`config.mk`:
```
export PLATFORM = sky130hd
export DESIGN_NAME = mmu_top
export DESIGN_NICKNAME = d
export VERILOG_FILES = /design/src/design/mmu_pkg.sv /design/src/design/tlb_lookup_if.sv /design/src/design/tlb_ways.sv /design/src/design/tlb_adr_mux.sv /design/src/design/tlb_miss_walker.sv /design/src/design/mmu_top.sv
export SDC_FILE = /design/constraint.sdc
export NUM_CORES = 1
export LEC_CHECK = 0
export ABC_AREA = 0
export BUFFER_PORTS_ARGS = -buffer_cell sky130_fd_sc_hd__buf_2
export CORE_ASPECT_RATIO = 1.2
export CORE_UTILIZATION = 57
export DETAILED_ROUTE_END_ITERATION = 7
export HOLD_SLACK_MARGIN = 0.1
export PLACE_DENSITY_LB_ADDON = 0.3
export SYNTH_ARGS = -nofsm -noshare
export SYNTH_HDL_FRONTEND = slang
export SYNTH_SLANG_ARGS = --single-unit
```
`constraint.sdc`:
```
create_clock -name clk -period 7.2 [get_ports clk]
set_input_delay 1.08 -clock clk [delete_from_list [all_inputs] [get_ports clk]]
set_output_delay 1.08 -clock clk [all_outputs]
set_load 0.01 [all_outputs]
```
`src/design/mmu_pkg.sv`:
```
package mmu_pkg;

	// ==========================================================
	// Address geometry
	// ==========================================================

	typedef logic [31:0] virtual_address_t;
	typedef logic [31:0] physical_address_t;

	// Address space ID used to tag every TLB entry
	typedef logic [15:0] asid_t;

	// Default page size is 8 KB, so the low 13 bits are the page offset
	localparam int LOG_PAGESIZE_DEF = 13;

	// Width of a virtual or physical page number
	localparam int PN_W = 32 - LOG_PAGESIZE_DEF;

	// ==========================================================
	// Page table entry
	// ==========================================================

	// One 32-bit word of the single level page table
	typedef struct packed {
		logic            v;
		logic [PN_W-1:0] ppn;
		logic [11:0]     rsvd;
	} pte_t;

	// The walker receives a raw memory word and reads it back as fields
	typedef union packed {
		logic [31:0] raw;
		pte_t        pte;
	} pte_word_u;

	// ==========================================================
	// TLB entry
	// ==========================================================

	// Entry valid, tag (asid and vpn) and the translation itself
	typedef struct packed {
		logic            v;
		asid_t           asid;
		logic [PN_W-1:0] vpn;
		pte_t            pte;
	} tlb_entry_t;

endpackage

```
`src/design/tlb_lookup_if.sv`:
```
`timescale 1ns/1ps

interface tlb_lookup_if #(
	parameter int TLB_ASSOC = 3
);

	// Lookup key, shared by all ways
	mmu_pkg::virtual_address_t vadr;
	mmu_pkg::asid_t asid;

	// One hit bit per way
	logic [TLB_ASSOC-1:0] hit;

	// Full content of every way, so the mux can pick the translation
	mmu_pkg::tlb_entry_t [TLB_ASSOC-1:0] tlbe;

	// The ways compare the key and present their entries
	modport ways (input vadr, input asid, output hit, output tlbe);

	// The mux only consumes the result of the compare
	modport mux (input hit, input tlbe);

endinterface

```
`src/design/tlb_ways.sv`:
```
`timescale 1ns/1ps

module tlb_ways #(
	parameter int TLB_ASSOC = 3,
	parameter int LOG_PAGESIZE = 13
) (
	input logic clk,
	input logic rst,
	input logic fill_v,
	input mmu_pkg::tlb_entry_t fill_entry,
	tlb_lookup_if.ways lookup
);

	// Pointer width, kept at one bit even for a single way
	localparam int PTR_W = (TLB_ASSOC > 1) ? $clog2(TLB_ASSOC) : 1;
	localparam logic [PTR_W-1:0] LAST_WAY = PTR_W'(TLB_ASSOC - 1);

	mmu_pkg::tlb_entry_t entries [TLB_ASSOC];
	logic [PTR_W-1:0] victim;
	logic [31:0] page_bits;
	logic [mmu_pkg::PN_W-1:0] vpn;

	// ==========================================================
	// Key extraction
	// ==========================================================

	// Drop the page offset to get the virtual page number
	assign page_bits = lookup.vadr >> LOG_PAGESIZE;
	assign vpn = page_bits[mmu_pkg::PN_W-1:0];

	// ==========================================================
	// Storage and fill
	// ==========================================================

	// Only the valid bits need clearing at reset
	// The tag and translation are ignored while an entry is invalid
	always_ff @(posedge clk) begin
		if (rst) begin
			for (int i = 0; i < TLB_ASSOC; i++) begin
				entries[i].v <= 1'b0;
			end
		end else if (fill_v) begin
			entries[victim] <= fill_entry;
		end
	end

	// Round-robin victim choice
	// Every fill moves the pointer on by one way and wraps after the last
	always_ff @(posedge clk) begin
		if (rst) begin
			victim <= '0;
		end else if (fill_v) begin
			if (victim == LAST_WAY) begin
				victim <= '0;
			end else begin
				victim <= victim + 1'b1;
			end
		end
	end

	// ==========================================================
	// Parallel compare
	// ==========================================================

	// All ways are compared in the same cycle
	// A way hits when it is valid and both the page and the address space match
	always_comb begin
		for (int i = 0; i < TLB_ASSOC; i++) begin
			lookup.hit[i] = entries[i].v && (entries[i].vpn == vpn) &&
				(entries[i].asid == lookup.asid);
			lookup.tlbe[i] = entries[i];
		end
	end

	// The walker only fills on a miss, so a page can never sit in two ways
	// A second hit would mean the miss and fill timing between mux and walker broke
	a_single_hit: assert property (@(posedge clk) disable iff (rst)
		$onehot0(lookup.hit))
		else $error("tlb_ways: more than one way hits");

endmodule

```
`src/design/tlb_adr_mux.sv`:
```
`timescale 1ns/1ps

module tlb_adr_mux #(
	parameter int TLB_ASSOC = 3,
	parameter int LOG_PAGESIZE = 13
) (
	input logic clk,
	input logic rst,
	input logic idle,
	input logic paging_en,
	input mmu_pkg::virtual_address_t vadr,
	input logic vadr_v,
	input mmu_pkg::asid_t asid,
	input logic [7:0] id,
	tlb_lookup_if.mux lookup,
	output mmu_pkg::physical_address_t padr,
	output logic padr_v,
	output logic tlb_v,
	output logic [7:0] miss_id,
	output mmu_pkg::virtual_address_t miss_adr,
	output mmu_pkg::asid_t miss_asid,
	output logic miss_v
);

	// Selects the page offset bits that pass through translation unchanged
	localparam logic [31:0] OFFSET_MASK = (32'd1 << LOG_PAGESIZE) - 32'd1;

	logic [31:0] page_bits;
	logic [mmu_pkg::PN_W-1:0] vpn;
	logic [mmu_pkg::PN_W-1:0] prev_vpn;
	logic page_chg;
	logic pe_q;
	logic pe_rise;
	logic any_hit;
	logic lookup_ok;
	logic miss_q;
	mmu_pkg::physical_address_t hit_adr;

	// ==========================================================
	// Change and edge detection
	// ==========================================================

	assign page_bits = vadr >> LOG_PAGESIZE;
	assign vpn = page_bits[mmu_pkg::PN_W-1:0];

	// The ways need a cycle to look up a new page
	// Until then a miss on the new page would be spurious
	always_ff @(posedge clk) begin
		if (rst) begin
			prev_vpn <= '0;
			pe_q <= 1'b0;
		end else begin
			prev_vpn <= vpn;
			pe_q <= paging_en;
		end
	end

	assign page_chg = (vpn != prev_vpn);

	// Translations are transient in the cycle paging turns on
	assign pe_rise = paging_en & ~pe_q;

	// ==========================================================
	// Way select
	// ==========================================================

	// At most one way hits, so the last match found is the only one
	always_comb begin
		hit_adr = '0;
		for (int i = 0; i < TLB_ASSOC; i++) begin
			if (lookup.hit[i]) begin
				hit_adr = (32'(lookup.tlbe[i].pte.ppn) << LOG_PAGESIZE) | (vadr & OFFSET_MASK);
			end
		end
	end

	assign any_hit = |lookup.hit;

	// A usable translation needs paging on, a hit, a valid access and a settled page
	assign lookup_ok = paging_en & any_hit & vadr_v & ~page_chg;

	// ==========================================================
	// Output registers
	// ==========================================================

	always_ff @(posedge clk) begin
		if (rst) begin
			padr_v <= 1'b0;
			tlb_v <= 1'b0;
			miss_q <= 1'b0;
		end else if (paging_en) begin
			padr_v <= lookup_ok & ~pe_rise;
			// The hit is only reported once the walker has nothing in flight
			tlb_v <= lookup_ok & idle;
			miss_q <= vadr_v & ~page_chg & ~any_hit;
		end else begin
			padr_v <= 1'b0;
			tlb_v <= 1'b0;
			miss_q <= 1'b0;
		end
	end

	// With paging off the address goes through untranslated
	always_ff @(posedge clk) begin
		padr <= paging_en ? hit_adr : vadr;
	end

	// Miss details follow every failed lookup so the walker always sees the latest access
	always_ff @(posedge clk) begin
		if (paging_en && !lookup_ok) begin
			miss_adr <= vadr;
			miss_asid <= asid;
			miss_id <= id;
		end
	end

	// The miss drops as soon as a fill makes the page hit or the page moves on
	assign miss_v = miss_q & ~page_chg & ~any_hit;

	// A translation is never flagged valid right after paging was off
	a_no_valid_unpaged: assert property (@(posedge clk) disable iff (rst)
		padr_v |-> $past(paging_en))
		else $error("tlb_adr_mux: padr_v high after a cycle with paging off");

endmodule

```
`src/design/tlb_miss_walker.sv`:
```
`timescale 1ns/1ps

module tlb_miss_walker #(
	parameter int LOG_PAGESIZE = 13,
	parameter logic [31:0] PT_BASE = 32'h0010_0000
) (
	input logic clk,
	input logic rst,
	input logic miss_v,
	input mmu_pkg::virtual_address_t miss_adr,
	input mmu_pkg::asid_t miss_asid,
	input logic pt_ack,
	input logic [31:0] pt_data,
	output logic idle,
	output logic pt_req,
	output logic [31:0] pt_adr,
	output logic fill_v,
	output mmu_pkg::tlb_entry_t fill_entry,
	output logic fault_v,
	output mmu_pkg::virtual_address_t fault_adr
);

	// State encoding
	localparam logic [1:0] ST_IDLE    = 2'd0;
	localparam logic [1:0] ST_REQUEST = 2'd1;
	localparam logic [1:0] ST_RELEASE = 2'd2;
	localparam logic [1:0] ST_FINISH  = 2'd3;

	logic [1:0] state;
	mmu_pkg::virtual_address_t adr_q;
	mmu_pkg::asid_t asid_q;
	mmu_pkg::pte_word_u pte_w;
	logic [31:0] page_bits;
	logic [mmu_pkg::PN_W-1:0] vpn;

	assign page_bits = adr_q >> LOG_PAGESIZE;
	assign vpn = page_bits[mmu_pkg::PN_W-1:0];

	// ==========================================================
	// Walk FSM
	// ==========================================================

	// The miss is latched on entry and held for the whole walk
	always_ff @(posedge clk) begin
		if (rst) begin
			state <= ST_IDLE;
			pt_req <= 1'b0;
			fill_v <= 1'b0;
			fault_v <= 1'b0;
		end else begin
			fill_v <= 1'b0;
			fault_v <= 1'b0;
			case (state)
				ST_IDLE: begin
					if (miss_v && idle) begin
						adr_q <= miss_adr;
						asid_q <= miss_asid;
						state <= ST_REQUEST;
					end
				end
				// Address is set up one cycle ahead and req raised with it
				ST_REQUEST: begin
					if (!pt_req) begin
						pt_adr <= PT_BASE + (32'(vpn) << 2);
						pt_req <= 1'b1;
					end else if (pt_ack) begin
						pte_w.raw <= pt_data;
						pt_req <= 1'b0;
						state <= ST_RELEASE;
					end
				end
				// No new request until the responder has let go of ack
				ST_RELEASE: begin
					if (!pt_ack) begin
						state <= ST_FINISH;
					end
				end
				ST_FINISH: begin
					if (pte_w.pte.v) begin
						fill_v <= 1'b1;
					end else begin
						fault_v <= 1'b1;
					end
					state <= ST_IDLE;
				end
				default: state <= ST_IDLE;
			endcase
		end
	end

	// While a fill or fault is still going out, the mux has not seen it yet
	// and its miss_v would start a second walk for the same page
	assign idle = (state == ST_IDLE) & ~fill_v & ~fault_v;

	// Latched tag and entry stay stable through the fill and fault pulses
	assign fill_entry = '{v: 1'b1, asid: asid_q, vpn: vpn, pte: pte_w.pte};
	assign fault_adr = adr_q;

	// Four-phase rules as seen from the requester side
	a_req_held: assert property (@(posedge clk) disable iff (rst)
		$fell(pt_req) |-> $past(pt_ack))
		else $error("tlb_miss_walker: pt_req dropped before pt_ack");

	a_adr_stable: assert property (@(posedge clk) disable iff (rst)
		pt_req && $past(pt_req) |-> $stable(pt_adr))
		else $error("tlb_miss_walker: pt_adr changed during a request");

endmodule

```
`src/design/mmu_top.sv`:
```
`timescale 1ns/1ps

module mmu_top #(
	parameter int TLB_ASSOC = 3,
	parameter int LOG_PAGESIZE = mmu_pkg::LOG_PAGESIZE_DEF,
	parameter logic [31:0] PT_BASE = 32'h0010_0000
) (
	input logic clk,
	input logic rst,
	input logic paging_en,
	input mmu_pkg::virtual_address_t vadr,
	input logic vadr_v,
	input mmu_pkg::asid_t asid,
	input logic [7:0] id,
	input logic pt_ack,
	input logic [31:0] pt_data,
	output mmu_pkg::physical_address_t padr,
	output logic padr_v,
	output logic tlb_v,
	output logic [7:0] miss_id,
	output logic pt_req,
	output logic [31:0] pt_adr,
	output logic fault_v,
	output mmu_pkg::virtual_address_t fault_adr
);

	// Miss path from mux to walker
	logic miss_v;
	mmu_pkg::virtual_address_t miss_adr;
	mmu_pkg::asid_t miss_asid;
	logic walker_idle;

	// Fill path from walker to ways
	logic fill_v;
	mmu_pkg::tlb_entry_t fill_entry;

	// ==========================================================
	// Lookup between ways and mux
	// ==========================================================

	tlb_lookup_if #(.TLB_ASSOC(TLB_ASSOC)) lookup ();

	assign lookup.vadr = vadr;
	assign lookup.asid = asid;

	tlb_ways #(
		.TLB_ASSOC(TLB_ASSOC),
		.LOG_PAGESIZE(LOG_PAGESIZE)
	) u_ways (
		.clk(clk),
		.rst(rst),
		.fill_v(fill_v),
		.fill_entry(fill_entry),
		.lookup(lookup.ways)
	);

	tlb_adr_mux #(
		.TLB_ASSOC(TLB_ASSOC),
		.LOG_PAGESIZE(LOG_PAGESIZE)
	) u_adr_mux (
		.clk(clk),
		.rst(rst),
		.idle(walker_idle),
		.paging_en(paging_en),
		.vadr(vadr),
		.vadr_v(vadr_v),
		.asid(asid),
		.id(id),
		.lookup(lookup.mux),
		.padr(padr),
		.padr_v(padr_v),
		.tlb_v(tlb_v),
		.miss_id(miss_id),
		.miss_adr(miss_adr),
		.miss_asid(miss_asid),
		.miss_v(miss_v)
	);

	// ==========================================================
	// Page table walk
	// ==========================================================

	tlb_miss_walker #(
		.LOG_PAGESIZE(LOG_PAGESIZE),
		.PT_BASE(PT_BASE)
	) u_walker (
		.clk(clk),
		.rst(rst),
		.miss_v(miss_v),
		.miss_adr(miss_adr),
		.miss_asid(miss_asid),
		.pt_ack(pt_ack),
		.pt_data(pt_data),
		.idle(walker_idle),
		.pt_req(pt_req),
		.pt_adr(pt_adr),
		.fill_v(fill_v),
		.fill_entry(fill_entry),
		.fault_v(fault_v),
		.fault_adr(fault_adr)
	);

endmodule

```
After elaboration in Yosys (flattened, before gate mapping):

Memory sizes are Yosys's and may differ from the RTL's.
Index checks and enable logic that the tools add are counted.
Widths: inputs -> output; s select.

* bits in registers: 230
* bits in latches: 0
* RAM bits: 204
* memory bits (read-only): 0
* input port bits: 93
* output and inout bits: 108
* word-level logic and storage cells: 101
* memories kept: 1

Memory list
* u_ways.entries: words 3, bits a word 68, read ports 3, clocked after Yosys merged registers in 0, write ports 3, line tlb_ways.sv:18 `mmu_pkg::tlb_entry_t entries [TLB_ASSOC];`

* $add $sub $neg: 2
* multiply operators: 0
* div/mod/pow operators: 0
* order comparisons: 0
* eq/ne operators: 15
* shifts and indexed selects: 0
* multiplexer cells: 22
* bitwise operators: 25
* reductions and logical operators: 18

Operator list (number)
* $mux 32: 4
* $or 32x13->32: 3
* $mux 68: 1
* $reduce_or 68->1: 1
* $eq 19x19->1: 3
* $eq 16x16->1: 3
* $add 21x21->22 const A: 1
* $ne 19x19->1: 1
* $mux 2: 7
* $and 1x1->1: 12
* $not 1->1: 10
* $mux 1: 9
* $logic_and 1x1->1: 8
* $pmux 2 s4: 1
* $reduce_and 4->1: 2
* $eq 2x2->1 const B: 3
* $reduce_and 3->1: 2
* $ne 2x1->1 const B: 2
* $ne 2x2->1 const B: 2
* $reduce_or 2->1: 2
* $reduce_or 3->1: 1
* $add 2x1->2 const B: 1
* $eq 2x1->1 const B: 1
* $logic_not 2->1: 1
* $logic_not 1->1: 1

Longest topological paths before layout:

An unclocked memory read counts as a cell.

* word-level depth: 10
* depth in mapped cells: 10

Cells and area by module:

From an unflattened synthesis, not the netlist that was laid out.

* cell total of the unflattened synthesis: 804
* area, all modules: 14846.7 um^2

Modules (own cells, without submodules)
* tlb_ways: times used 1, cells an instance 363, area each 7425.9 um^2
* tlb_adr_mux: times used 1, cells an instance 275, area each 3865.0 um^2
* tlb_miss_walker: times used 1, cells an instance 166, area each 3555.9 um^2

Worst setup path after synthesis:

No wires, ideal clock.

* path type: input port to flip-flop
* start point: input vadr[29]
* end point: register u_walker.asid_q[0] (enable)
* setup time: 0.513 ns
* arrival: 5.461 ns
* data required time: 6.687 ns
* slack: 1.226 ns
* cell stages on the path: 7
* path buffers: 1
* cells stage by stage: buf_2 -> xor2_1 -> nor4_1 -> nand2_1 -> nor4_1 -> nand4_1 -> nor3_1

* word-level cells in the longest chain between the ends: 8
* elaborated cells between the ends (all ways): 17

Ends and longest elaborated chain
* from (decl): line mmu_top.sv:11 `input mmu_pkg::virtual_address_t vadr,`
* $eq 19x19->1: line tlb_ways.sv:69 `lookup.hit[i] = entries[i].v && (entries[i].vpn == vpn) &&`
* $logic_and 1x1->1 (2 in a row): line tlb_ways.sv:69
* $reduce_or 3->1: line tlb_adr_mux.sv:77 `assign any_hit = |lookup.hit;`
* $not 1->1: line tlb_adr_mux.sv:118 `assign miss_v = miss_q & ~page_chg & ~any_hit;`
* $and 1x1->1 *: line tlb_adr_mux.sv:118
* $logic_and 1x1->1 *: line tlb_miss_walker.sv:55 `if (miss_v && idle) begin`
* $reduce_and 3->1 (no source line) *
* to (signal assigned): line tlb_miss_walker.sv:57 `asid_q <= miss_asid;`
* to (decl): line tlb_miss_walker.sv:31 `mmu_pkg::asid_t asid_q;`

Mark *: on every way between the ends. The rest lies on a longest branch, timed or not.
A chain may end at the register's enable or synchronous reset.

Worst setup path after layout:

* start point: input asid[3]
* end point: register u_adr_mux.miss_adr[26] (enable)

* word-level cells in the longest chain between the ends: 8
* elaborated cells between the ends (all ways): 12

Ends and longest elaborated chain
* from (decl): line mmu_top.sv:13 `input mmu_pkg::asid_t asid,`
* $eq 16x16->1: line tlb_ways.sv:70 `(entries[i].asid == lookup.asid);`
* $logic_and 1x1->1: line tlb_ways.sv:69
* $reduce_or 3->1 *: line tlb_adr_mux.sv:77
* $and 1x1->1 * (3 in a row): line tlb_adr_mux.sv:80 `assign lookup_ok = paging_en & any_hit & vadr_v & ~page_chg;`
* $logic_not 1->1 *: line tlb_adr_mux.sv:110 `if (paging_en && !lookup_ok) begin`
* $logic_and 1x1->1 *: line tlb_adr_mux.sv:110
* to (signal assigned): line tlb_adr_mux.sv:111 `miss_adr <= vadr;`
* to (decl): line tlb_adr_mux.sv:20 `output mmu_pkg::virtual_address_t miss_adr,`

Marks and branches as above.

==> summary.txt <==
Yosys
  – Post-Synth XOR/XNOR Area: approximately 7.5%
  – Mux share of post-synthesis cell area: under 10%
  – Yosys top cell area share: between 60% and 70%
  – Yosys reg bits: 371
  – Mapped Cells: between 700 and 800
  – Synth Area in Adders: less than 1%
  – Yosys cell types: 42
  – Post-synth top area cell: edfxtp_1
  – Largest family of logic cells by synthesized area: XOR/XNOR gates
  – Complex-gate fraction of the synthesized area: 0.822%
  – Synth area leaders: edfxtp_1 67%, dfxtp_1 9.5%, xnor2_1 4.7%
  – Asr flop ratio synth: 0%
  – Sequential area share after synthesis: between 70% and 80%
  – Number of synthesized flops with an enable pin: 306
  – Synth warnings: 0
  – Most used DFF post-synth: edfxtp_1
  – Mapped Area: between 10000 and 15000 µm²
  – Simple-Gate Fraction of Synth Area: 5.62%
  – Mapped Avg Cell Area: around 17 µm²

Clocking
  – CTS tree: built
  – Clk pin slew, worst setup/hold paths: approximately 0.06 ns
  – CTS root buf: clkbuf_16
  – # resized after CTS: 0
  – Cts hold-fix bufs: 0
  – CTS Sinks: 371
  – Htree depth: 2
  – Post CTS Setup Buffer Count: 0
  – Max clock buf depth: 3
  – Num CTS Buffers: 36
  – Clk_lat worst skew: between 0.5 and 0.6 ns

Hold path
  – Worst min path class: flip-flop to flip-flop
  – Min-delay src: u_adr_mux.miss_adr[21]

Final layout
  – Fillers: between 1500 and 2000
  – Multi-input logic area: between 2000 and 3000 µm²
  – Final core utilization: 68.0%
  – P&R area growth vs syn: 15.9%
  – Fin cells: 1306
  – Register Area: 10500 µm²
  – Share of layout cells above drive strength 1: 27.0%
  – Fin nets: 1062

Worst setup path
  – CP Capture Point: u_adr_mux.miss_adr[26]
  – Flop2flop setup slack: 3.87 ns
  – FF-to-FF Start: u_ways.entries[0][54]
  – Path depth of the worst reg2reg path: 7
  – Req. time, crit path: 7.35 ns
  – Endpoint type of the worst setup path: flip-flop
  – CP Cell Sequence: buf_2 > xnor2_1 > nand4_1 > nor2_2 > nand3_1 > and3_1 > o21a_2 > buf_4
  – Worst path bufs/invs: 2
  – Kind of cell adding the most delay to the critical path: simple AND/OR/NAND/NOR gates
  – Worst path slowest cell: nor2_2
  – WP depth: 8
  – Reg-to-Reg End: u_adr_mux.miss_adr[26]
  – CP Launch Point: asid[3]
  – Worst path max stage delay: 0.88 ns
  – Critical path startpoint category: primary input
  – Worst Path Arrival: approximately 3.8 ns
  – Setup CP Type: primary input to flip-flop
  – CP Max Fanout: 56

Route
  – DRC viols: 0
  – WL per Instance: 20.3 µm
  – Drt total wl: 26600 µm
  – Vias: a little under 7000
  – Final ANT Viol Nets: 0
  – DRT Pass-1 Iters: 4
  – Vias per cell: around 5.3
  – Initial drt markers: around 490

Placed design
  – Placed cell count: roughly 1200
  – GPL Wtd Cong: around 0.78
  – Port bufs: approximately 180
  – DP HPWL: 17000 µm
  – Place WS: between 3 and 4 ns

GRT
  – First-pass GRT wire length: just under 40000 µm
  – Overall Global Routing Usage: 22.4%
  – GRT Residual Overflow: 0
  – Number of global-route vias before repair: about 7000
  – Largest net degree at the start of global routing: 57
  – Initial antenna violation count: 1

Floorplanning
  – Starting density of the core: slightly below 60%
  – Die W: roughly 140 µm
  – Row Count: roughly 60
  – Chip Height: between 150 and 200 µm
  – Core area: approximately 23000 µm²
  – IO Count: 201
  – Die Area: about 25000 µm²

Timing
  – Setup ws final: 3.53 ns
  – Final period utilization: a little over 50%
  – RSZ-0062 raised after global routing: false
  – Slew headroom: around 22%
  – Endpoints failing hold: 0
  – Worst Skew: between 0.009 and 0.01 ns
  – Sum Neg Setup Slack: 0 ns
  – Final Critical Period: roughly 3.7 ns
  – Final number of max-transition violations: 0
  – Fmax: 272 MHz
  – Worst slew pin tran: approximately 1.2 ns
  – Setup violations, final: 0

Power
  – Pwr per Cell Area: about 270 nW/µm²
  – Static Leak: ~0.0060 µW
  – Final Power: 4330 µW
  – VDD IR max: 0.226 mV

Run
  – Number of max-cap violations: 0

Status
  – Status: finished, final reports clean
[flip-flops by register name, indices dropped and copies added (netlist names), 8 cells and up]
register             flops
u_ways.entries         165
u_adr_mux.miss_adr      32
u_adr_mux.padr          32
u_walker.fault_adr      32
u_walker.pt_adr         20
u_walker.pte_w          20
u_adr_mux.prev_vpn      19
u_adr_mux.miss_asid     16
u_walker.asid_q         16
u_adr_mux.miss_id        8
[cell type report]
| class | count | area share, % |
|---|---|---|
| diodes | 1 | 0.0158 |
| clock buffers | 54 | 6.61 |
| clock inverters | 10 | 0.662 |
| inverters | 31 | 0.733 |
| multi-input cells | 340 | 17.5 |
| flip-flops and latches | 371 | 66.1 |
| well taps | 315 | 2.48 |
| repair buffers | 184 | 5.92 |
[metal layers]
metal	vias up	GRT usage, %	part of all wire (%)
li1	3189	-	-
met1	3426	29.4	41
met2	266	37.7	50
met3	49	4.18	6.7
met4	0	8.00	2.7
met5	-	0	0
[power breakdown]
group	internal (µW)	switching [µW]	total [µW]
registers	2350	10.4	2360
logic	61.1	85.0	146
clock network	1080	742	1820
[kinds of logic (layout without fill, tap and decap cells)]
family,count (synthesis),after routing
DFF,371,371
and+or+nand+nor,129,129
xor gates and xnor gates,118,118
buffers and inverters,97,279
muxes,59,59
AOI/OAI and AO/OA,17,17
adders and majority gates,5,5
other,1,13
[how the worst min path moves through the flow]
stage / endpoint / slack [ns] / cells past startpoint
floorplan: u_walker.asid_q[0] / 0.40 / 0
global placement: u_walker.fault_adr[30] / 0.40 / 0
detailed placement: u_walker.fault_adr[13] / 0.40 / 0
CTS: u_walker.fault_adr[13] / 0.41 / 0
global route: u_walker.fault_adr[21] / 0.42 / 0
finish: u_walker.fault_adr[21] / 0.41 / 0
[cell usage after synthesis (2+ instances only)]
cell type,count
nand3_1,3
a21o_1,2
nor2b_1,20
xor2_1,45
nor4_1,14
buf_4,31
mux2_1,18
xnor2_1,73
buf_6,3
edfxtp_1,306
and3b_1,2
and3_1,4
nand4_1,40
o21ai_0,3
nand2b_1,2
nor3_1,7
inv_1,31
clkbuf_1,11
mux2_4,18
nor2_1,9
dfxtp_1,65
nand2_1,9
buf_1,2
a22oi_1,2
and2_1,14
mux2i_1,22
o22ai_1,2
buf_2,18
ha_1,5
a21oi_1,4
[stage by stage]
stage                     hold WS (ns)  cell area [µm²]
after global routing             0.421            15900
after floorplan                  0.400            13700
after detailed placement         0.405            14700
after global placement           0.401            14700
after CTS                        0.414            15900
final                            0.414            15900
[layout by cell type, fill, tap and decap left out, types with 3 or more instances in the layout]
cell type,n
a21oi_1,4
and2_1,14
and3_1,4
buf_2,176
buf_4,8
clkbuf_1,11
clkbuf_16,37
clkbuf_8,6
clkinv_2,4
conb_1,12
dfxtp_1,65
edfxtp_1,306
ha_1,5
inv_1,31
mux2_1,18
mux2_4,18
mux2i_1,22
nand2_1,9
nand3_1,3
nand4_1,40
nor2_1,5
nor2_2,3
nor2b_1,20
nor3_1,3
nor4_1,13
o21ai_0,3
xnor2_1,73
xor2_1,45
Note: power is estimated with default switching activity, not from simulation.
